[src/cpuPkg.sv]
package cpuPkg;

    // Data and address word
    typedef logic [31:0] wordT;

    // Instruction field widths
    typedef logic [4:0] regIndexT;
    typedef logic [4:0] shamtT;
    typedef logic [15:0] immT;
    typedef logic [25:0] targetT;

    // Primary opcode, bits 31:26
    typedef enum logic [5:0] {
        opSpecial = 6'd0,
        opRegimm  = 6'd1,
        opJ       = 6'd2,
        opJal     = 6'd3,
        opBeq     = 6'd4,
        opBne     = 6'd5,
        opBlez    = 6'd6,
        opBgtz    = 6'd7,
        opAddiu   = 6'd9,
        opSlti    = 6'd10,
        opSltiu   = 6'd11,
        opAndi    = 6'd12,
        opOri     = 6'd13,
        opXori    = 6'd14,
        opLui     = 6'd15,
        opLw      = 6'd35,
        opSw      = 6'd43
    } opcodeT;

    // Function codes under SPECIAL
    typedef enum logic [5:0] {
        fnSll  = 6'd0,
        fnSrl  = 6'd2,
        fnSra  = 6'd3,
        fnSllv = 6'd4,
        fnSrlv = 6'd6,
        fnSrav = 6'd7,
        fnJr   = 6'd8,
        fnJalr = 6'd9,
        fnAddu = 6'd33,
        fnSubu = 6'd35,
        fnAnd  = 6'd36,
        fnOr   = 6'd37,
        fnXor  = 6'd38,
        fnSlt  = 6'd42,
        fnSltu = 6'd43
    } functT;

    // Condition picked by rt under REGIMM
    typedef enum logic [4:0] {
        rtBltz = 5'd0,
        rtBgez = 5'd1
    } regimmT;

    // R-type layout
    // Immediate is bits 15:0, jump target bits 25:0 of the same word
    typedef struct packed {
        opcodeT   opcode;
        regIndexT rs;
        regIndexT rt;
        regIndexT rd;
        shamtT    shamt;
        functT    funct;
    } instrT;

    typedef enum logic [3:0] {
        aluNone,
        aluAdd,
        aluSub,
        aluAnd,
        aluOr,
        aluXor,
        aluSlt,
        aluSltu,
        aluSll,
        aluSrl,
        aluSra,
        aluLui
    } aluOpT;

    // Boot ROM entry point
    localparam wordT resetVector = 32'hBFC0_0000;
    // Fetching from here ends the run
    localparam wordT haltAddress = 32'h0000_0000;
    localparam regIndexT returnRegister = 5'd31;
    // $v0
    localparam regIndexT resultRegister = 5'd2;
    localparam wordT wordBytes = 32'd4;

endpackage

[src/busPkg.sv]
package busPkg;

    // One enable per byte lane of a word
    localparam int byteEnableWidth = 4;

    typedef logic [byteEnableWidth-1:0] byteEnableT;

    // Word-only accesses, every lane on
    localparam byteEnableT allBytes = '1;

    // Avalon-MM master request, held steady under waitrequest
    typedef struct packed {
        cpuPkg::wordT address;
        logic         read;
        logic         write;
        cpuPkg::wordT writeData;
        byteEnableT   byteEnable;
    } busRequestT;

endpackage

[src/registerFile.sv]
`timescale 1ns/1ps

module registerFile (
    input  logic             clk,
    input  logic             reset,
    input  cpuPkg::regIndexT readIndexA,
    input  cpuPkg::regIndexT readIndexB,
    input  cpuPkg::regIndexT writeIndex,
    input  logic             writeEnable,
    input  cpuPkg::wordT     writeData,
    output cpuPkg::wordT     readDataA,
    output cpuPkg::wordT     readDataB,
    output cpuPkg::wordT     registerV0
);

    cpuPkg::wordT registers [32];

    // Register zero is cleared by reset and never written after
    always_ff @(posedge clk) begin
        if (reset) begin
            for (int i = 0; i < 32; i++) begin
                registers[i] <= '0;
            end
        end else if (writeEnable && (writeIndex != '0)) begin
            registers[writeIndex] <= writeData;
        end
    end

    // Asynchronous read ports
    assign readDataA = registers[readIndexA];
    assign readDataB = registers[readIndexB];

    // Debug tap on $v0
    assign registerV0 = registers[cpuPkg::resultRegister];

endmodule

[src/alu.sv]
`timescale 1ns/1ps

module alu (
    input  cpuPkg::instrT    instruction,
    input  cpuPkg::wordT     operandA,
    input  cpuPkg::wordT     operandB,
    output cpuPkg::wordT     result,
    output cpuPkg::regIndexT destination,
    output logic             writesRegister
);

    cpuPkg::aluOpT aluOp;
    cpuPkg::immT   immediate;
    cpuPkg::shamtT shiftAmount;
    cpuPkg::wordT  immExtended;
    cpuPkg::wordT  secondOperand;
    logic          useImmediate;
    logic          signExtend;

    // Immediate overlays rd, shamt and funct
    assign immediate = instruction[15:0];

    // Decode into operation, operand source and destination
    always_comb begin
        aluOp = cpuPkg::aluNone;
        useImmediate = 1'b1;
        signExtend = 1'b1;
        shiftAmount = instruction.shamt;
        destination = instruction.rt;
        writesRegister = 1'b0;
        case (instruction.opcode)
            cpuPkg::opSpecial: begin
                useImmediate = 1'b0;
                destination = instruction.rd;
                writesRegister = 1'b1;
                case (instruction.funct)
                    cpuPkg::fnAddu: aluOp = cpuPkg::aluAdd;
                    cpuPkg::fnSubu: aluOp = cpuPkg::aluSub;
                    cpuPkg::fnAnd:  aluOp = cpuPkg::aluAnd;
                    cpuPkg::fnOr:   aluOp = cpuPkg::aluOr;
                    cpuPkg::fnXor:  aluOp = cpuPkg::aluXor;
                    cpuPkg::fnSlt:  aluOp = cpuPkg::aluSlt;
                    cpuPkg::fnSltu: aluOp = cpuPkg::aluSltu;
                    cpuPkg::fnSll:  aluOp = cpuPkg::aluSll;
                    cpuPkg::fnSrl:  aluOp = cpuPkg::aluSrl;
                    cpuPkg::fnSra:  aluOp = cpuPkg::aluSra;
                    // Variable shifts take the amount from rs
                    cpuPkg::fnSllv: begin
                        aluOp = cpuPkg::aluSll;
                        shiftAmount = operandA[4:0];
                    end
                    cpuPkg::fnSrlv: begin
                        aluOp = cpuPkg::aluSrl;
                        shiftAmount = operandA[4:0];
                    end
                    cpuPkg::fnSrav: begin
                        aluOp = cpuPkg::aluSra;
                        shiftAmount = operandA[4:0];
                    end
                    // JR, JALR and anything unknown
                    default: writesRegister = 1'b0;
                endcase
            end
            cpuPkg::opAddiu: begin
                aluOp = cpuPkg::aluAdd;
                writesRegister = 1'b1;
            end
            cpuPkg::opSlti: begin
                aluOp = cpuPkg::aluSlt;
                writesRegister = 1'b1;
            end
            // Sign-extended, then compared unsigned
            cpuPkg::opSltiu: begin
                aluOp = cpuPkg::aluSltu;
                writesRegister = 1'b1;
            end
            cpuPkg::opAndi: begin
                aluOp = cpuPkg::aluAnd;
                signExtend = 1'b0;
                writesRegister = 1'b1;
            end
            cpuPkg::opOri: begin
                aluOp = cpuPkg::aluOr;
                signExtend = 1'b0;
                writesRegister = 1'b1;
            end
            cpuPkg::opXori: begin
                aluOp = cpuPkg::aluXor;
                signExtend = 1'b0;
                writesRegister = 1'b1;
            end
            cpuPkg::opLui: begin
                aluOp = cpuPkg::aluLui;
                writesRegister = 1'b1;
            end
            // Effective address, load data lands in writeback
            cpuPkg::opLw, cpuPkg::opSw: aluOp = cpuPkg::aluAdd;
            default: aluOp = cpuPkg::aluNone;
        endcase
    end

    assign immExtended = signExtend ? {{16{immediate[15]}}, immediate} : {16'h0000, immediate};
    assign secondOperand = useImmediate ? immExtended : operandB;

    // Shifts act on rt, which is the second operand for R-type
    always_comb begin
        case (aluOp)
            cpuPkg::aluAdd:  result = operandA + secondOperand;
            cpuPkg::aluSub:  result = operandA - secondOperand;
            cpuPkg::aluAnd:  result = operandA & secondOperand;
            cpuPkg::aluOr:   result = operandA | secondOperand;
            cpuPkg::aluXor:  result = operandA ^ secondOperand;
            cpuPkg::aluSlt:  result = {31'd0, $signed(operandA) < $signed(secondOperand)};
            cpuPkg::aluSltu: result = {31'd0, operandA < secondOperand};
            cpuPkg::aluSll:  result = secondOperand << shiftAmount;
            cpuPkg::aluSrl:  result = secondOperand >> shiftAmount;
            cpuPkg::aluSra:  result = cpuPkg::wordT'($signed(secondOperand) >>> shiftAmount);
            cpuPkg::aluLui:  result = {immediate, 16'h0000};
            default:         result = '0;
        endcase
    end

endmodule

[src/branchUnit.sv]
`timescale 1ns/1ps

module branchUnit (
    input  logic             clk,
    input  logic             reset,
    input  cpuPkg::instrT    instruction,
    input  cpuPkg::wordT     operandA,
    input  cpuPkg::wordT     operandB,
    input  cpuPkg::wordT     pc,
    input  logic             executeStrobe,
    output cpuPkg::wordT     nextPc,
    output logic             linkWrite,
    output cpuPkg::regIndexT linkIndex,
    output cpuPkg::wordT     linkValue
);

    cpuPkg::immT    offset;
    cpuPkg::targetT jumpField;
    cpuPkg::wordT   pcPlus4;
    cpuPkg::wordT   branchTarget;
    cpuPkg::wordT   jumpTarget;
    cpuPkg::wordT   target;
    cpuPkg::wordT   pendingTarget;
    logic           taken;
    logic           pendingValid;

    assign offset = instruction[15:0];
    assign jumpField = instruction[25:0];
    assign pcPlus4 = pc + cpuPkg::wordBytes;

    // Offsets are relative to the delay slot
    assign branchTarget = pcPlus4 + {{14{offset[15]}}, offset, 2'b00};
    // J and JAL stay in the delay slot's 256 MB region
    assign jumpTarget = {pcPlus4[31:28], jumpField, 2'b00};

    always_comb begin
        taken = 1'b0;
        target = branchTarget;
        linkWrite = 1'b0;
        linkIndex = cpuPkg::returnRegister;
        case (instruction.opcode)
            cpuPkg::opSpecial: begin
                if (instruction.funct == cpuPkg::fnJr || instruction.funct == cpuPkg::fnJalr) begin
                    taken = 1'b1;
                    target = operandA;
                end
                if (instruction.funct == cpuPkg::fnJalr) begin
                    linkWrite = 1'b1;
                    linkIndex = instruction.rd;
                end
            end
            cpuPkg::opRegimm: begin
                case (cpuPkg::regimmT'(instruction.rt))
                    cpuPkg::rtBltz: taken = $signed(operandA) < 0;
                    cpuPkg::rtBgez: taken = $signed(operandA) >= 0;
                    default:        taken = 1'b0;
                endcase
            end
            cpuPkg::opJ: begin
                taken = 1'b1;
                target = jumpTarget;
            end
            cpuPkg::opJal: begin
                taken = 1'b1;
                target = jumpTarget;
                linkWrite = 1'b1;
            end
            cpuPkg::opBeq:  taken = operandA == operandB;
            cpuPkg::opBne:  taken = operandA != operandB;
            cpuPkg::opBlez: taken = $signed(operandA) <= 0;
            cpuPkg::opBgtz: taken = $signed(operandA) > 0;
            default:        taken = 1'b0;
        endcase
    end

    // Return address skips the delay slot
    assign linkValue = pcPlus4 + cpuPkg::wordBytes;

    // Pending target lives through exactly one more execute
    always_ff @(posedge clk) begin
        if (reset) begin
            pendingValid <= 1'b0;
        end else if (executeStrobe) begin
            pendingValid <= taken;
        end
    end

    always_ff @(posedge clk) begin
        if (executeStrobe && taken) begin
            pendingTarget <= target;
        end
    end

    // Delay slot itself sees the pending target here
    assign nextPc = pendingValid ? pendingTarget : pcPlus4;

endmodule

[src/controlFsm.sv]
`timescale 1ns/1ps

module controlFsm (
    input  logic               clk,
    input  logic               reset,
    input  logic               waitRequest,
    input  cpuPkg::wordT       readData,
    output busPkg::busRequestT busRequest,
    output logic               active,
    output cpuPkg::instrT      instruction,
    output cpuPkg::wordT       pc,
    output logic               executeStrobe,
    input  cpuPkg::wordT       aluResult,
    input  cpuPkg::regIndexT   aluDestination,
    input  logic               aluWrites,
    input  cpuPkg::wordT       storeData,
    input  cpuPkg::wordT       nextPc,
    input  logic               linkWrite,
    input  cpuPkg::regIndexT   linkIndex,
    input  cpuPkg::wordT       linkValue,
    output logic               regWriteEnable,
    output cpuPkg::regIndexT   regWriteIndex,
    output cpuPkg::wordT       regWriteData
);

    typedef enum logic [2:0] {
        stateFetch,
        stateExecute,
        stateMemory,
        stateWriteback,
        stateHalt
    } stateT;

    stateT              state;
    stateT              stateNext;
    busPkg::busRequestT requestNext;
    cpuPkg::wordT       fetchAddress;
    cpuPkg::wordT       loadData;
    logic               fetchNeeded;
    logic               isLoad;
    logic               isStore;
    logic               accessDone;

    assign isLoad = instruction.opcode == cpuPkg::opLw;
    assign isStore = instruction.opcode == cpuPkg::opSw;

    // Avalon completion edge
    assign accessDone = (busRequest.read || busRequest.write) && !waitRequest;

    always_comb begin
        stateNext = state;
        requestNext = busRequest;
        fetchNeeded = 1'b0;
        fetchAddress = pc;
        case (state)
            stateFetch: begin
                // Nothing outstanding only right after reset
                if (!busRequest.read) begin
                    fetchNeeded = 1'b1;
                end else if (accessDone) begin
                    requestNext.read = 1'b0;
                    stateNext = stateExecute;
                end
            end
            stateExecute: begin
                if (isLoad || isStore) begin
                    // Address is the ALU add of rs and offset
                    requestNext.address = aluResult;
                    requestNext.read = isLoad;
                    requestNext.write = isStore;
                    requestNext.writeData = storeData;
                    requestNext.byteEnable = busPkg::allBytes;
                    stateNext = stateMemory;
                end else begin
                    fetchNeeded = 1'b1;
                    fetchAddress = nextPc;
                end
            end
            stateMemory: begin
                if (accessDone) begin
                    requestNext.read = 1'b0;
                    requestNext.write = 1'b0;
                    if (isLoad) begin
                        stateNext = stateWriteback;
                    end else begin
                        fetchNeeded = 1'b1;
                    end
                end
            end
            stateWriteback: fetchNeeded = 1'b1;
            default: stateNext = stateHalt;
        endcase
        // Next fetch, or halt when it would hit address zero
        if (fetchNeeded) begin
            if (fetchAddress == cpuPkg::haltAddress) begin
                stateNext = stateHalt;
            end else begin
                stateNext = stateFetch;
                requestNext.address = fetchAddress;
                requestNext.read = 1'b1;
                requestNext.write = 1'b0;
                requestNext.byteEnable = busPkg::allBytes;
            end
        end
    end

    always_ff @(posedge clk) begin
        if (reset) begin
            state <= stateFetch;
            pc <= cpuPkg::resetVector;
            busRequest.read <= 1'b0;
            busRequest.write <= 1'b0;
        end else begin
            state <= stateNext;
            busRequest <= requestNext;
            // PC moves on once execute has sampled it
            if (state == stateExecute) begin
                pc <= nextPc;
            end
        end
    end

    // Instruction and load data are caught on the completion edge
    always_ff @(posedge clk) begin
        if (state == stateFetch && accessDone) begin
            instruction <= cpuPkg::instrT'(readData);
        end
        if (state == stateMemory && accessDone) begin
            loadData <= readData;
        end
    end

    assign active = state != stateHalt;
    assign executeStrobe = state == stateExecute;

    // Write port, ALU or link in execute, load data in writeback
    assign regWriteEnable = (executeStrobe && (aluWrites || linkWrite)) ||
                            (state == stateWriteback);
    assign regWriteIndex = (executeStrobe && linkWrite) ? linkIndex : aluDestination;

    always_comb begin
        if (state == stateWriteback) begin
            regWriteData = loadData;
        end else if (linkWrite) begin
            regWriteData = linkValue;
        end else begin
            regWriteData = aluResult;
        end
    end

endmodule

[src/mipsCpuBus.sv]
`timescale 1ns/1ps

module mipsCpuBus (
    input  logic               clk,
    input  logic               reset,
    input  logic               waitRequest,
    input  cpuPkg::wordT       readData,
    output busPkg::busRequestT busRequest,
    output logic               active,
    output cpuPkg::wordT       registerV0
);

    cpuPkg::instrT    instruction;
    cpuPkg::wordT     pc;
    cpuPkg::wordT     operandA;
    cpuPkg::wordT     operandB;
    cpuPkg::wordT     aluResult;
    cpuPkg::regIndexT aluDestination;
    cpuPkg::wordT     nextPc;
    cpuPkg::regIndexT linkIndex;
    cpuPkg::wordT     linkValue;
    cpuPkg::regIndexT regWriteIndex;
    cpuPkg::wordT     regWriteData;
    logic             executeStrobe;
    logic             aluWrites;
    logic             linkWrite;
    logic             regWriteEnable;

    // Sequencing, bus master and register write port
    controlFsm controlFsm_i (
        .clk            (clk),
        .reset          (reset),
        .waitRequest    (waitRequest),
        .readData       (readData),
        .busRequest     (busRequest),
        .active         (active),
        .instruction    (instruction),
        .pc             (pc),
        .executeStrobe  (executeStrobe),
        .aluResult      (aluResult),
        .aluDestination (aluDestination),
        .aluWrites      (aluWrites),
        .storeData      (operandB),
        .nextPc         (nextPc),
        .linkWrite      (linkWrite),
        .linkIndex      (linkIndex),
        .linkValue      (linkValue),
        .regWriteEnable (regWriteEnable),
        .regWriteIndex  (regWriteIndex),
        .regWriteData   (regWriteData)
    );

    // Read ports follow rs and rt of the held instruction
    registerFile registerFile_i (
        .clk         (clk),
        .reset       (reset),
        .readIndexA  (instruction.rs),
        .readIndexB  (instruction.rt),
        .writeIndex  (regWriteIndex),
        .writeEnable (regWriteEnable),
        .writeData   (regWriteData),
        .readDataA   (operandA),
        .readDataB   (operandB),
        .registerV0  (registerV0)
    );

    alu alu_i (
        .instruction    (instruction),
        .operandA       (operandA),
        .operandB       (operandB),
        .result         (aluResult),
        .destination    (aluDestination),
        .writesRegister (aluWrites)
    );

    branchUnit branchUnit_i (
        .clk           (clk),
        .reset         (reset),
        .instruction   (instruction),
        .operandA      (operandA),
        .operandB      (operandB),
        .pc            (pc),
        .executeStrobe (executeStrobe),
        .nextPc        (nextPc),
        .linkWrite     (linkWrite),
        .linkIndex     (linkIndex),
        .linkValue     (linkValue)
    );

endmodule

[config.mk]
export PLATFORM = sky130hd
export DESIGN_NAME = mipsCpuBus
export DESIGN_NICKNAME = d
export VERILOG_FILES = /design/src/cpuPkg.sv /design/src/busPkg.sv /design/src/registerFile.sv /design/src/alu.sv /design/src/branchUnit.sv /design/src/controlFsm.sv /design/src/mipsCpuBus.sv
export SDC_FILE = /design/constraint.sdc
export NUM_CORES = 2
export LEC_CHECK = 0
export ABC_CLOCK_PERIOD_IN_PS = 9400
export BUFFER_PORTS_ARGS = -buffer_cell sky130_fd_sc_hd__buf_4
export CORE_MARGIN = 1.5
export CORE_UTILIZATION = 30
export CTS_CLUSTER_SIZE = 12
export DETAILED_ROUTE_END_ITERATION = 8
export GPL_ROUTABILITY_DRIVEN = 0
export HOLD_SLACK_MARGIN = 0.1
export MAX_ROUTING_LAYER = met4
export PLACE_DENSITY = 0.48
export SLEW_MARGIN = 0
export SYNTH_ARGS = -nofsm -noshare
export SYNTH_HDL_FRONTEND = slang
export SYNTH_SLANG_ARGS = --single-unit
[constraint.sdc]
create_clock -name clk -period 9.4 [get_ports clk]
set_clock_uncertainty 0.15 [all_clocks]
set_input_delay 0.47 -clock clk [delete_from_list [all_inputs] [get_ports clk]]
set_output_delay 0.47 -clock clk [all_outputs]
set_load 0.005 [all_outputs]
; ---- Word level (Yosys, flattened, before mapping)
; Memories as Yosys holds them, arrays and structs flattened. A register that Yosys moved wholly into a read port is not among the register bits.
; Cells that the tools add are included.
; Widths: inputs -> output; s select.
[word_totals]
regBits = 202
memories = 1
wordCells = 180
mem_bits_rw = 1024
[op_classes]
reduce_logical = 31
eq_ne = 54
shifts = 3
muxes = 60
addsub = 5
n_bitwise = 4
magnitude_cmp = 6
[memory_table]
columns = name, depth, width, rd, rd_ports_with_merged_regs, wr, line
row1 = registerFile_i.registers, 32, 32, 3, 2, 32, registerFile.sv:16  ; cpuPkg::wordT registers [32];
[op_table]
columns = operator, count
row1 = $pmux 32 s11, 1
row2 = $mux 32, 10
row3 = $mux 70, 1
row4 = $mux 34, 2
row5 = $add 32x3->32 const B, 2
row6 = $add 32x32->32, 2
row7 = $lt 32x32->1, 2
row8 = $pmux 32 s2, 1
row9 = $eq 6x4->1 const B, 9
row10 = $eq 6x6->1 const B, 9
row11 = $mux 5, 9
row12 = $eq 6x3->1 const B, 7
row13 = $pmux 4 s10, 1
row14 = $and 32x32->32, 1
row15 = $eq 32x32->1, 1
row16 = $ge 32x1->1 const B, 1
row17 = $gt 32x1->1 const B, 1
row18 = $le 32x1->1 const B, 1
row19 = $logic_not 32->1, 1
row20 = $lt 32x1->1 const B, 1
row21 = $ne 32x32->1, 1
row22 = $or 32x32->32, 1
row23 = $pmux 4 s8, 1
row24 = $reduce_or 32->1, 1
row25 = 40 further kinds, 96

; ---- Depth between registers and ports, before layout
[depth]
depth_word = 13
depth_mapped = 29
mapped_depth_nobuf = 21

; ---- Cells and area by module
; From an unflattened synthesis, not the netlist that was laid out.
[unflattened]
hier_cells = 7311
area_unflattened_um2 = 78270.1
[by_module_without_submodules]
columns = mod, seq_area_each_um2, area_per_inst_um2, cells_per_inst, n_inst
row1 = registerFile, 30749.5, 56130.1, 4605, 1
row2 = alu, 0.0, 9489.1, 1501, 1
row3 = controlFsm, 4704.5, 7334.5, 569, 1
row4 = branchUnit, 980.9, 5316.3, 636, 1

; ---- Worst setup path before layout
; OpenSTA, ideal clock, no wires.
[synth_path]
path_type = register -> register
start = register with a tool-made name
end = memory registerFile_i.registers[10][22] in the netlist's numbering, data pin
path_stages_with_launch = 23
n_path_buf = 7
setup_time_ns = 0.264
setup_slack_ns = 2.915
arrival_ns = 6.071
required_ns = 8.986
cell_sequence = dfxtp_1 > buf_4 > buf_2 > buf_2 > buf_1 > buf_2 > mux4_2 > mux4_2 > o21ai_1 > inv_1 > ha_1 > clkbuf_1 > inv_1 > nand2_1 > or3_1 > a2111oi_0 > a21oi_2 > o21ai_1 > nor3_1 > nand4b_1 > a222oi_1 > buf_6 > nor2_2
[synth_rtl]
columns = item, line
row1 = "end, declared", registerFile.sv:16

==> run_results.csv <==
group,metric,value,unit
outcome,outcome,"finished with violations",
outcome,violations,"DRC, capacitance limit, slew limit",
clock_network,clk_latency,0.86,ns
drt,via_per_inst,6.265,
setup_path,critPathKind,"register to register",
sta,finalCritPeriodShare,92.43,%
sta,rsz0062_at_grt,"no",
drt,drc,26,
sta,period_needed,8.688,ns
place,dp_slack,1.077,ns
setup_path,crit_path_frequent_cell,"buf_4",
setup_path,cp-end-kind,"register",
global_routing,grtUsageTotal,28.68,%
hold_path,hold_path_startpoint,"readData[8]",
setup_path,cp_data_arrival_time,9.09,ns
sta,hold_ws,0.2289,ns
synth,yosysSeqAreaShare,47.83,%
clock_network,cts_tree,"built",
clock_network,cts.clk_slew.worst_paths,0.06,ns
synth,synth_edf_count,1188,
clock_network,ctsResizeCount,0,
setup_path,worst_r2r_endpoint,"registerFile_i.registers[16][18]$_SDFFCE_PN0P_",
setup_path,rr_worst_depth,20,
global_routing,grt_first_pass_wirelength,506200,um
sta,tightest_slew,1.516,ns
flow_run,drv_cap,2,
global_routing,antenna_found_initial,14,
clock_network,clock_sinks,1236,
sta,fmax,115.1,MHz
clock_network,cts_setup_buffers,0,
floorplanning,die-area,258300,um2
drt,drtPass1Iterations,9,
power_and_ir_drop,p_per_area,208.8,nW/um2
sta,max_slew_margin,-2.136,%
drt,avgRoutedWirePerCell,35.58,um
synth,synth_flop_cell,"edfxtp_1",
floorplanning,dieHeight,508.3,um
setup_path,setup.worst_path.start_class,"register",
setup_path,slowest_stage,"nor2_4",
setup_path,cp.required,9.80,ns
drt,via_count,65320,
drt,routed_wl,370900,um
hold_path,holdPathStages,2,
hold_path,hp-class,"input port to register",
floorplanning,start_util,30.16,%
sta,hold_violations,0,
floorplanning,core_area,253900,um2
clock_network,cts.path.max_buffers,3,
floorplanning,die_w,508.3,um
layout,layout.nets,7104,
layout,area_delta_synth_final,13.89,%
global_routing,grt_overflow_total,0,
global_routing,grt_pass1_vias,61450,
global_routing,use_met1,36.51,%
sta,slew_violations,3,
floorplanning,row_count,185,
clock_network,htreeDepth,4,
synth,synth-seq-cells,1236,
sta,setup_ws,0.7116,ns
floorplanning,io_pins,138,
hold_path,whs_endpoint,"controlFsm_i.instruction[8]$_DFFE_PP_",
power_and_ir_drop,vdd_drop_max,180.7,uV
setup_path,critical-path-top-delay-family,"compound AO/OA/AOI/OAI gates",
synth,synth_cells,6924,
synth,yosys_warnings,0,
drt,drtIter0Drc,10980,
setup_path,rrSetupSlack,0.71,ns
setup_path,slowest_delay,0.82,ns
sta,tns,0,ns
global_routing,grt_busiest_layer,"met2",
global_routing,globalRouteMet2Util,42.10,%
place,hpwl,240400,um
clock_network,cts_root_buf,"clkbuf_16",
power_and_ir_drop,p_leak,0.03096,uW
place,io_buffers,137,
global_routing,grt_start_max_net_pins,85,
synth,async_reset_ff_share,0,%
global_routing,use_met3,6.437,%
setup_path,path_cells,"nor2_4 > buf_4 > buf_4 > a22oi_1 > a21oi_1 > nor4_2 > mux2i_1 > ha_1 > a21o_1 > a21o_1 > nand2_1 > a21boi_0 > o21a_1 > nor3_1 > or2_2 > a221oi_1 > o2111ai_1 > o31ai_4 > buf_4 > nor2_1",
sta,setup_viol,0,
synth,syn_area,76590,um2
synth,syn_area_per_cell,11.06,um2
synth,yosysUniqueCellTypes,113,
setup_path,critPathMaxFanout,31,
drt,postRouteAntennaNets,0,
clock_network,cts_made_buffers,148,
layout,drive_gt1_share,16.17,%
setup_path,path_buf_inv,3,
[how the worst max path moves through the flow]
stage | from | endpoint | slack [ns] | depth (start not counted)
6_report | register | registerFile_i.registers[16][18]$_SDFFCE_PN0P_ | 0.71 | 20
3_3_place_gp | register | registerFile_i.registers[1][18]$_SDFFCE_PN0P_ | 1.03 | 20
4_1_cts | register | registerFile_i.registers[16][18]$_SDFFCE_PN0P_ | 1.04 | 20
2_1_floorplan | register | registerFile_i.registers[10][22]$_SDFFCE_PN0P_ | 2.91 | 22
3_5_place_dp | register | registerFile_i.registers[4][22]$_SDFFCE_PN0P_ | 1.08 | 18
5_1_grt | register | registerFile_i.registers[30][18]$_SDFFCE_PN0P_ | 0.59 | 20
[layer usage]
| layer | vias up | share of wire, % | routed length, um |
|---|---|---|---|
| li1 | 26510 | - | - |
| met1 | 33240 | 39 | 145500 |
| met2 | 4579 | 43 | 161300 |
| met3 | 992 | 11 | 39770 |
| met4 | 0 | 6.6 | 24380 |
| met5 | - | 0 | 0 |
[area by class of cell]
cell class              count  area [um2]
multi-input cells        4947       37410
fillers                 25140      166700
clock buffers             193        3892
inverters                 136       516.7
flip-flops and latches   1236       36650
well taps                3366        4212
repair buffers            464        3769
clock inverters            69       744.5
diodes                     15       37.54
[sequential cells by signal (all words and copies together), names as in the netlist, named ones only]
register,count
branchUnit_i.pendingTarget,32
branchUnit_i.pendingValid,1
controlFsm_i.busRequest,70
controlFsm_i.instruction,32
controlFsm_i.loadData,32
controlFsm_i.pc,32
controlFsm_i.state,3
registerFile_i.registers,1024
[placed cells by master, fill, tap and decap left out, types with 32 or more instances in the layout]
master and n:
o211ai_1 43, clkbuf_16 148, a21o_1 38, nor3_1 205, a22oi_1 356, xor2_1 40, a21oi_1 455, nor2_1 945
edfxtp_1 1188, buf_4 414, nand4_1 40, o21ai_1 40, mux4_2 242, dfxtp_1 44, nand2_2 39, nor4_1 40
inv_1 120, nand3_1 97, mux2i_1 820, a221oi_1 37, conb_1 32, o221ai_1 40, o21ai_0 148, dlygate4sd3_1 34
nor2b_1 43, a211oi_1 64, o21bai_1 32, xnor2_1 83, clkbuf_1 43, nor2_2 38, o22ai_1 53, ha_1 133
nand2_1 288, a31oi_1 36
[logic make-up after synthesis]
kind of cell,share of synthesized area [%]
adder cells (fa/ha/maj),2.251
buffers and inverters,4.540
other,0.004896
AO/OA/AOI/OAI,14.00
XOR/XNOR,1.407
multiplexers,18.34
flip-flops,47.83
AND/OR/NAND/NOR,11.62
[power breakdown]
part | total, uW | internal (uW) | switching, uW
logic | 6060 | 1850 | 4210
registers | 6480 | 6270 | 209
clock network | 5670 | 3130 | 2550
total | 18200 | 11200 | 6970
[cells in the mapped netlist, types with 46 or more instances]
cell type | number | area [um2]
a211oi_1 | 65 | 488.0
a21oi_1 | 457 | 2287
a22oi_1 | 357 | 2680
buf_1 | 47 | 176.4
buf_2 | 145 | 725.7
clkbuf_1 | 377 | 1415
dfxtp_1 | 48 | 960.9
edfxtp_1 | 1188 | 35670
ha_1 | 133 | 1664
inv_1 | 123 | 461.7
mux2i_1 | 821 | 8218
mux4_2 | 242 | 5450
nand2_1 | 347 | 1303
nand3_1 | 101 | 505.5
nor2_1 | 957 | 3592
nor2b_1 | 47 | 294.0
nor3_1 | 206 | 1031
nor4_1 | 58 | 362.9
o21ai_0 | 150 | 750.7
o21ai_1 | 46 | 230.2
o22ai_1 | 63 | 394.1
xnor2_1 | 83 | 727.0
[per-stage QoR]
stage	util, %	instances	total power [uW]	area (um2)
after global placement	32.38	10120	12370	82210
after detailed placement	32.38	10120	12380	82210
after global routing	34.35	10420	18600	87210
final	34.35	10430	18220	87230
after CTS	34.34	10410	18000	87190
after floorplan	-	6955	9967	76700
[repair_timing]
action,4_1_cts,5_1_grt
hold buffers,34,0
setup endpoints to repair,0,0
endpoints found under the hold margin,89,0
(Power assumes the default switching activity.)
